**src/common/vreg_pkg.sv**
```systemverilog
/*
 * vector register package
 * sizes, element width and lane op encodings, bank word layout
 */
package vreg_pkg;

    // ========================================================================
    // register file geometry
    // ========================================================================

    localparam int WORD_W     = 32;  // one bank word
    localparam int NUM_BANKS  = 4;   // banks per vreg, also lanes per operand
    localparam int NUM_VREGS  = 8;
    localparam int VREG_IDX_W = 3;   // log2 of NUM_VREGS

    localparam int OFF_W      = 2;   // element group offset width

    // sub-word element sizes
    localparam int HALF_W     = 16;
    localparam int BYTE_W     = 8;

    // ========================================================================
    // encodings
    // ========================================================================

    // effective element width
    // value 3 is reserved and follows the sew8 path with offset 0
    typedef enum logic [1:0] {
        SEW8  = 2'd0,
        SEW16 = 2'd1,
        SEW32 = 2'd2
    } vsew_e;

    // lane operation applied by the combiner
    typedef enum logic [1:0] {
        VOP_ADD = 2'd0,
        VOP_SUB = 2'd1,  // a - b, wraps mod 2^32
        VOP_AND = 2'd2,
        VOP_XOR = 2'd3
    } vlane_op_e;

    // ========================================================================
    // bank word views
    // ========================================================================

    // one bank word seen whole, as halves or as bytes
    // index 0 is always the least significant piece
    typedef union packed {
        logic [WORD_W-1:0]                      word;
        logic [WORD_W/HALF_W-1:0][HALF_W-1:0]   halves;
        logic [WORD_W/BYTE_W-1:0][BYTE_W-1:0]   bytes;
    } vbank_word_u;

endpackage
```
**src/hdl/voperand_fetch_top.sv**
```systemverilog
/*
 * vector operand fetch top
 * register file, two read crossbars and the lane combiner
 */
`timescale 1ns/10ps

module voperand_fetch_top (
    input  logic                                                clk,
    input  logic                                                rst_n,
    // register write
    input  logic                                                wr_en,
    input  logic [vreg_pkg::VREG_IDX_W-1:0]                     wr_vd,
    input  logic [vreg_pkg::NUM_BANKS-1:0]                      wr_mask,
    input  logic [vreg_pkg::NUM_BANKS-1:0][vreg_pkg::WORD_W-1:0] wr_data,
    // operand issue
    input  logic                                                rd_en,
    input  logic [vreg_pkg::VREG_IDX_W-1:0]                     vs1,
    input  logic [vreg_pkg::VREG_IDX_W-1:0]                     vs2,
    input  logic [vreg_pkg::OFF_W-1:0]                          off1,
    input  logic [vreg_pkg::OFF_W-1:0]                          off2,
    input  vreg_pkg::vsew_e                                     veew,
    input  logic                                                sign_ext,
    input  vreg_pkg::vlane_op_e                                 op,
    // result, two cycles after rd_en
    output logic                                                res_valid,
    output logic [vreg_pkg::NUM_BANKS-1:0][vreg_pkg::WORD_W-1:0] res
);

    import vreg_pkg::*;

    // stage 1 from the bank array
    vbank_word_u [NUM_BANKS-1:0]       rd1_words;
    vbank_word_u [NUM_BANKS-1:0]       rd2_words;
    logic                              q_valid;
    logic [OFF_W-1:0]                  q_off1;
    logic [OFF_W-1:0]                  q_off2;
    vsew_e                             q_veew;
    logic                              q_sign_ext;
    vlane_op_e                         q_op;

    // extended lanes into the combiner
    logic [NUM_BANKS-1:0][WORD_W-1:0]  lanes1;
    logic [NUM_BANKS-1:0][WORD_W-1:0]  lanes2;

    vrf_bank_array bank_i (
        .clk        (clk),
        .rst_n      (rst_n),
        .wr_en      (wr_en),
        .wr_vd      (wr_vd),
        .wr_mask    (wr_mask),
        .wr_data    (wr_data),
        .rd_en      (rd_en),
        .vs1        (vs1),
        .vs2        (vs2),
        .off1       (off1),
        .off2       (off2),
        .veew       (veew),
        .sign_ext   (sign_ext),
        .op         (op),
        .rd1_words  (rd1_words),
        .rd2_words  (rd2_words),
        .q_valid    (q_valid),
        .q_off1     (q_off1),
        .q_off2     (q_off2),
        .q_veew     (q_veew),
        .q_sign_ext (q_sign_ext),
        .q_op       (q_op)
    );

    // vs1 path
    vrf_read_xbar xbar1_i (
        .bank_dat    (rd1_words),
        .veew        (q_veew),
        .bank_offset (q_off1),
        .sign_ext    (q_sign_ext),
        .out_dat     (lanes1)
    );

    // vs2 path, same width and extension, own offset
    vrf_read_xbar xbar2_i (
        .bank_dat    (rd2_words),
        .veew        (q_veew),
        .bank_offset (q_off2),
        .sign_ext    (q_sign_ext),
        .out_dat     (lanes2)
    );

    vlane_combine comb_i (
        .clk       (clk),
        .rst_n     (rst_n),
        .in_valid  (q_valid),
        .op        (q_op),
        .a_lanes   (lanes1),
        .b_lanes   (lanes2),
        .res       (res),
        .res_valid (res_valid)
    );

endmodule

```
**src/hdl/vlane_combine.sv**
```systemverilog
/*
 * vector lane combiner
 * applies add, sub, and or xor lane by lane to two operands
 * and registers the result with a one-cycle valid
 */
`timescale 1ns/10ps

module vlane_combine (
    input  logic                                                clk,
    input  logic                                                rst_n,
    input  logic                                                in_valid,
    input  vreg_pkg::vlane_op_e                                 op,
    input  logic [vreg_pkg::NUM_BANKS-1:0][vreg_pkg::WORD_W-1:0] a_lanes,
    input  logic [vreg_pkg::NUM_BANKS-1:0][vreg_pkg::WORD_W-1:0] b_lanes,
    output logic [vreg_pkg::NUM_BANKS-1:0][vreg_pkg::WORD_W-1:0] res,
    output logic                                                res_valid
);

    import vreg_pkg::*;

    // ========================================================================
    // lane arithmetic
    // ========================================================================

    logic [NUM_BANKS-1:0][WORD_W-1:0] lane_nxt;  // combinational result per lane

    // every lane runs the same op, no carries cross lanes
    always_comb begin
        for (int l = 0; l < NUM_BANKS; l++) begin
            case (op)
                VOP_ADD: lane_nxt[l] = a_lanes[l] + b_lanes[l];  // mod 2^32
                VOP_SUB: lane_nxt[l] = a_lanes[l] - b_lanes[l];  // vs1 minus vs2
                VOP_AND: lane_nxt[l] = a_lanes[l] & b_lanes[l];
                default: lane_nxt[l] = a_lanes[l] ^ b_lanes[l];  // VOP_XOR
            endcase
        end
    end

    // ========================================================================
    // result register
    // ========================================================================

    always_ff @(posedge clk or negedge rst_n) begin
        if (!rst_n) begin
            res_valid <= 1'b0;
            res       <= '0;
        end else begin
            res_valid <= in_valid;  // single pulse per issue
            if (in_valid) begin
                res <= lane_nxt;  // held between results
            end
        end
    end

endmodule

```
**src/vrf/vrf_read_xbar.sv**
```systemverilog
/*
 * vector read crossbar
 * picks the element group of one vreg by width and offset
 * and extends each element into a 32-bit lane
 */
`timescale 1ns/10ps

module vrf_read_xbar (
    input  vreg_pkg::vbank_word_u [vreg_pkg::NUM_BANKS-1:0]     bank_dat,
    input  vreg_pkg::vsew_e                                     veew,
    input  logic [vreg_pkg::OFF_W-1:0]                          bank_offset,
    input  logic                                                sign_ext,
    output logic [vreg_pkg::NUM_BANKS-1:0][vreg_pkg::WORD_W-1:0] out_dat
);

    import vreg_pkg::*;

    // ========================================================================
    // element extension
    // ========================================================================

    function automatic logic [WORD_W-1:0] ext_byte(
        input logic [BYTE_W-1:0] elem,
        input logic              sx
    );
        if (sx) begin
            return {{(WORD_W-BYTE_W){elem[BYTE_W-1]}}, elem};  // replicate msb
        end
        return {{(WORD_W-BYTE_W){1'b0}}, elem};
    endfunction

    function automatic logic [WORD_W-1:0] ext_half(
        input logic [HALF_W-1:0] elem,
        input logic              sx
    );
        if (sx) begin
            return {{(WORD_W-HALF_W){elem[HALF_W-1]}}, elem};
        end
        return {{(WORD_W-HALF_W){1'b0}}, elem};
    endfunction

    // ========================================================================
    // bank selection
    // ========================================================================

    logic [OFF_W-1:0] adj_bank_offset;  // first bank of the element group
    vbank_word_u      lo_word;          // bank at adj_bank_offset
    vbank_word_u      hi_word;          // next bank up, only sew16 uses it

    // sew8 names one bank, sew16 names a bank pair by offset bit 0
    // sew32 and the reserved code land on bank 0
    always_comb begin
        case (veew)
            SEW8:    adj_bank_offset = bank_offset;
            SEW16:   adj_bank_offset = bank_offset[0] ? 2'd2 : 2'd0;
            default: adj_bank_offset = '0;
        endcase
    end

    always_comb begin
        lo_word = bank_dat[adj_bank_offset];
        hi_word = bank_dat[adj_bank_offset + 2'd1];  // wraps for sew8 offset 3, unused then
    end

    // ========================================================================
    // lane fill
    // ========================================================================

    always_comb begin
        if (veew == SEW32) begin
            // straight through, offset has no effect
            for (int l = 0; l < NUM_BANKS; l++) begin
                out_dat[l] = bank_dat[l].word;
            end
        end else if (veew == SEW16) begin
            out_dat[0] = ext_half(lo_word.halves[0], sign_ext);  // lower bank, low half
            out_dat[1] = ext_half(lo_word.halves[1], sign_ext);
            out_dat[2] = ext_half(hi_word.halves[0], sign_ext);  // upper bank
            out_dat[3] = ext_half(hi_word.halves[1], sign_ext);
        end else begin
            // sew8 and reserved code, bytes 0..3 of a single bank
            for (int l = 0; l < NUM_BANKS; l++) begin
                out_dat[l] = ext_byte(lo_word.bytes[l], sign_ext);
            end
        end
    end

endmodule

```
**src/vrf/vrf_bank_array.sv**
```systemverilog
/*
 * banked vector register file
 * four banks of eight words, one masked write port, two registered reads
 * that also latch the issue control as the first pipe stage
 */
`timescale 1ns/10ps

module vrf_bank_array (
    input  logic                                                clk,
    input  logic                                                rst_n,
    // write port
    input  logic                                                wr_en,
    input  logic [vreg_pkg::VREG_IDX_W-1:0]                     wr_vd,
    input  logic [vreg_pkg::NUM_BANKS-1:0]                      wr_mask,
    input  logic [vreg_pkg::NUM_BANKS-1:0][vreg_pkg::WORD_W-1:0] wr_data,
    // issue
    input  logic                                                rd_en,
    input  logic [vreg_pkg::VREG_IDX_W-1:0]                     vs1,
    input  logic [vreg_pkg::VREG_IDX_W-1:0]                     vs2,
    input  logic [vreg_pkg::OFF_W-1:0]                          off1,
    input  logic [vreg_pkg::OFF_W-1:0]                          off2,
    input  vreg_pkg::vsew_e                                     veew,
    input  logic                                                sign_ext,
    input  vreg_pkg::vlane_op_e                                 op,
    // stage 1 outputs
    output vreg_pkg::vbank_word_u [vreg_pkg::NUM_BANKS-1:0]     rd1_words,
    output vreg_pkg::vbank_word_u [vreg_pkg::NUM_BANKS-1:0]     rd2_words,
    output logic                                                q_valid,
    output logic [vreg_pkg::OFF_W-1:0]                          q_off1,
    output logic [vreg_pkg::OFF_W-1:0]                          q_off2,
    output vreg_pkg::vsew_e                                     q_veew,
    output logic                                                q_sign_ext,
    output vreg_pkg::vlane_op_e                                 q_op
);

    import vreg_pkg::*;

    // ========================================================================
    // bank storage
    // ========================================================================

    // bank b holds word b of every vreg
    vbank_word_u bank_mem [NUM_BANKS][NUM_VREGS];

    // each bank has its own enable from wr_mask
    always_ff @(posedge clk or negedge rst_n) begin
        if (!rst_n) begin
            for (int b = 0; b < NUM_BANKS; b++) begin
                for (int r = 0; r < NUM_VREGS; r++) begin
                    bank_mem[b][r] <= '0;  // register file starts zeroed
                end
            end
        end else if (wr_en) begin
            for (int b = 0; b < NUM_BANKS; b++) begin
                if (wr_mask[b]) begin
                    bank_mem[b][wr_vd] <= wr_data[b];
                end
            end
        end
    end

    // ========================================================================
    // read stage
    // ========================================================================

    // issue valid, one cycle behind rd_en
    always_ff @(posedge clk or negedge rst_n) begin
        if (!rst_n) begin
            q_valid <= 1'b0;
        end else begin
            q_valid <= rd_en;
        end
    end

    // operand words and control, captured only on an issue
    // a write in the same cycle lands after this sample, so old data is read
    always_ff @(posedge clk) begin
        if (rd_en) begin
            for (int b = 0; b < NUM_BANKS; b++) begin
                rd1_words[b] <= bank_mem[b][vs1];  // vs1 operand
                rd2_words[b] <= bank_mem[b][vs2];  // vs2 operand
            end
            q_off1     <= off1;
            q_off2     <= off2;
            q_veew     <= veew;
            q_sign_ext <= sign_ext;
            q_op       <= op;
        end
    end

endmodule

```
**config.mk**
```make
export PLATFORM = sky130hd
export DESIGN_NAME = voperand_fetch_top
export DESIGN_NICKNAME = d
export VERILOG_FILES = /design/src/common/vreg_pkg.sv /design/src/hdl/voperand_fetch_top.sv /design/src/hdl/vlane_combine.sv /design/src/vrf/vrf_read_xbar.sv /design/src/vrf/vrf_bank_array.sv
export SDC_FILE = /design/constraint.sdc
export NUM_CORES = 2
export LEC_CHECK = 0
export ABC_AREA = 1
export BUFFER_PORTS_ARGS = -buffer_cell sky130_fd_sc_hd__buf_2
export CAP_MARGIN = 10
export CORE_MARGIN = 3
export CORE_UTILIZATION = 40
export DETAILED_ROUTE_END_ITERATION = 16
export PLACE_DENSITY = 0.53
export SLEW_MARGIN = 20
export SYNTH_ARGS = -nofsm -noshare
export SYNTH_HDL_FRONTEND = slang
export SYNTH_HIERARCHICAL = 1
export SYNTH_SLANG_ARGS = --single-unit
```
**constraint.sdc**
```tcl
create_clock -name clk -period 5.37 [get_ports clk]
set_clock_uncertainty 0.1 [all_clocks]
set_input_delay 0.537 -clock clk [delete_from_list [all_inputs] [get_ports clk]]
set_output_delay 0.537 -clock clk [all_outputs]
set_load 0.05 [all_outputs]
```
==> results by group <==
Run status
  • Outcome: finished, final reports clean

Worst setup path
  • CP required: 6.01 ns
  • Reg2reg start: bank_i/q_veew[1]
  • Flop-to-flop setup slack: 0.20 ns
  • Worst setup EP type: register
  • Worst-path fanout max: 46
  • RR Endpoint: comb_i/res[89]
  • Critical Path AT: 5.82 ns
  • CP Class: register to register
  • R2R cell count: 27
  • Worst Setup Start Kind: register

STA
  • FMAX: 193.3 MHz
  • Hold_ws: 0.05753 ns
  • Crit share post-route: 96.32%
  • Slew HR: 22.57%
  • Fin. Hold Viols: 0
  • Setup violators final: 0
  • Unrepaired setup endpoints after global routing: yes
  • Pins Over Slew Limit: 0
  • Post-route worst setup slack: 0.1978 ns
  • Worst-margin pin slew: 1.161 ns
  • Post-route minimum period: 5.172 ns

Detailed routing
  • Metal-1 WL: 197700 um
  • Routed WL per cell: 24.18 um
  • Pre-antenna DRT Iters: 8
  • Top sig layer: met5
  • Post-DR vias/cell: 5.328
  • Met3 wire len: 36570 um
  • DRC: 0
  • 1st-iter DRT viols: 10560
  • Antenna-violating nets left: 0
  • Met2 wire len: 181300 um
  • Detailed-route via count: 96250
  • Final wirelength: 436800 um

Synthesis
  • #FFs+latches synth: 1419
  • Synthesized cell area: 95430 um^2
  • Post-synth top flop: dfrtp_1
  • Mean Syn Cell Area: 6.496 um^2
  • Synthesized instance count: 14690
  • Seq/Total Area, Yosys: 38.60%
  • Synth cell types: 54
  • Yosys warnings: 6
  • Async S/R FF share, synth: 81.32%
  • Number of flops mapped to enable cells by yosys: 265
  • Synthesized Nets: 15100

Global route
  • Largest net degree at the start of global routing: 138
  • Antenna violations before repair: 41
  • Vias in the first global route: 89770
  • First-pass GRT wire length: 638800 um
  • Gr usage total: 35.17%
  • GRT overflow: 0

CTS
  • Clock buffer depth: 3
  • Clock root cell: clkbuf_16
  • CTS Buf Count: 171
  • Clock-pin slew on the worst setup and hold paths: 0.06 ns
  • Clk sink count: 1419
  • H-tree depth: 4
  • Post-CTS setup buffer count: 0
  • Worst skew pair latency: 0.87 ns
  • CTS tree: done

Power
  • VDD IR max: 0.3403 mV
  • Leakage: 56.95 nW
  • Power Density: 386.5 nW/um^2

Finish
  • Layout area overhead: 12.75%
  • Final design utilization: 45.53%
  • # nets final: 15160
  • Design area: 107600 um^2
  • Layout cells sized above 1: 6.560%

Run
  • Max-cap violations: 0

Die
  • Core area: 236300 um^2
  • Die Height: 494.4 um
  • Starting density of the core: 40.38%
  • Die area: 244500 um^2
  • Die Wd: 494.4 um
  • Row count: 178
  • Ports: 283

Placed design
  • Pre-CTS setup slack: 0.3500 ns
  • DP Area: 100400 um^2
  • GPL Wtd Cong: 1.058
  • PortBufs: 282
  • DP HPWL: 308400 um

Worst hold path
  • Hold Path End: bank_i/rd1_words[20]
  • HP Class: input pin to register
  • Worst Hold Launch: rd_en
  • Hold path cells: 1
[registers in the layout, summed over array words and instances (netlist names), 2 cells and up]
signal            count
bank_i/q_off1         2
bank_i/rd2_words    128
bank_i/q_op           2
comb_i/res          128
bank_i/q_off2         2
bank_i/q_veew         2
bank_i/bank_mem    1024
bank_i/rd1_words    128
[worst max-delay path by stage]
| stage | start | end | cells after the start |
|---|---|---|---|
| 2_1_floorplan | bank_i/q_veew[0] | comb_i/res[56] | 30 |
| 3_3_place_gp | bank_i/q_veew[1] | comb_i/res[122] | 26 |
| 3_5_place_dp | bank_i/q_veew[1] | comb_i/res[122] | 26 |
| 4_1_cts | bank_i/q_veew[1] | comb_i/res[122] | 26 |
| 5_1_grt | bank_i/q_off2[0] | comb_i/res[89] | 29 |
| 6_report | bank_i/q_veew[1] | comb_i/res[89] | 27 |
[cells in the mapped netlist, drive strengths merged, types with 29 or more instances]
| cell | number | area, um^2 |
|---|---|---|
| o211ai | 44 | 410.4 |
| nand3b | 39 | 292.8 |
| a21oi | 288 | 1449 |
| xor2 | 88 | 770.7 |
| o21ai | 1215 | 6107 |
| dfrtp | 1154 | 28880 |
| buf | 199 | 1061 |
| nand4 | 37 | 231.5 |
| nor3 | 45 | 245.2 |
| clkbuf | 598 | 2245 |
| o22ai | 30 | 187.7 |
| a221oi | 97 | 849.6 |
| xnor2 | 29 | 254.0 |
| ha | 256 | 3203 |
| nor2 | 601 | 2375 |
| nand3 | 1460 | 7372 |
| edfxtp | 265 | 7958 |
| nand2 | 6298 | 23700 |
| inv | 1809 | 6790 |
| or2 | 34 | 212.7 |
[area by class of cell]
cell class                 count  area (um^2)
fill                       25090       128700
inverter                    1812         6847
sequential                  1419        36840
tap                         3150         3941
clock buffer                 254         5005
clock inverter                66        694.4
antenna                       19        47.55
multi-input combinational  10660        48710
timing repair buffer         682         5512
[cells by family (layout without fill, tap and decap cells)]
family | after synthesis | in the layout | share of synthesized area (%)
buf+inv | 2609 | 2814 | 10.59
xor+xnor | 117 | 117 | 1.074
simple gates | 8532 | 8532 | 36.21
flops | 1419 | 1419 | 38.60
compound gates | 1752 | 1752 | 10.08
fa+ha+maj | 260 | 260 | 3.441
other cells | 0 | 19 | 0
[cell usage in the layout (no fill, tap or decap), types with 37 or more instances in the layout]
cell type / Yosys / routed
clkbuf_16: 0 / 174
o21ai_0: 1197 / 1195
clkbuf_1: 598 / 45
buf_12: 0 / 54
nand3_1: 1447 / 1444
nand3b_1: 39 / 39
a221oi_1: 97 / 97
buf_4: 21 / 207
nor2_1: 567 / 563
nand2_1: 6279 / 6269
buf_2: 92 / 274
edfxtp_1: 265 / 265
ha_1: 256 / 251
inv_1: 1796 / 1791
dfrtp_1: 1154 / 1153
dlygate4sd3_1: 0 / 138
nand4_1: 37 / 37
a21oi_1: 286 / 286
xor2_1: 88 / 88
nor3_1: 41 / 41
[routing by layer]
layer	track usage, %	vias up
met5	0	-
met4	14.85	18
met3	6.757	686
met2	51.07	3836
met1	50.79	45460
li1	-	46250
[critical path: stages, from the launching register on]
cell,delay [ns]
edfxtp_1,0.44
nor2_4,0.18
nand2_4,0.18
buf_12,0.24
o211ai_1,0.40
nand2_1,0.28
a21oi_1,0.21
nand2_1,0.22
nor2_2,0.17
nand2_1,0.11
nor2_2,0.13
nand2_1,0.16
nor2_1,0.13
nand2_1,0.07
or2_1,0.24
o21ai_2,0.15
xor2_1,0.17
ha_2,0.35
nand2_1,0.16
inv_1,0.05
nand2_1,0.06
nand3_1,0.12
o21bai_1,0.19
nor2_1,0.14
nand2_1,0.07
nand2_1,0.06
nand3_1,0.08
a21oi_1,0.16
[where the power goes]
group          switching [W]  internal (W)
Combinational         0.0104       0.00439
Clock                0.00510       0.00678
Sequential           0.00163        0.0133
Total                 0.0171        0.0245
[per-stage QoR]
step	total power [W]	std cells	TNS (ns)
2_1_floorplan	0.02405	14690	0
3_3_place_gp	0.02943	17590	0
3_5_place_dp	0.02941	17590	0
4_1_cts	0.04149	18040	0
5_1_grt	0.04414	18050	-0.02074
6_report	0.04158	18060	0
[timing repair]
action / in CTS / in global routing
endpoints found under the setup margin: 0 / 16
hold buffers: 138 / 0
endpoints found under the hold margin: 1061 / 0
resized for setup: 0 / 24
(Power assumes the default switching activity.)
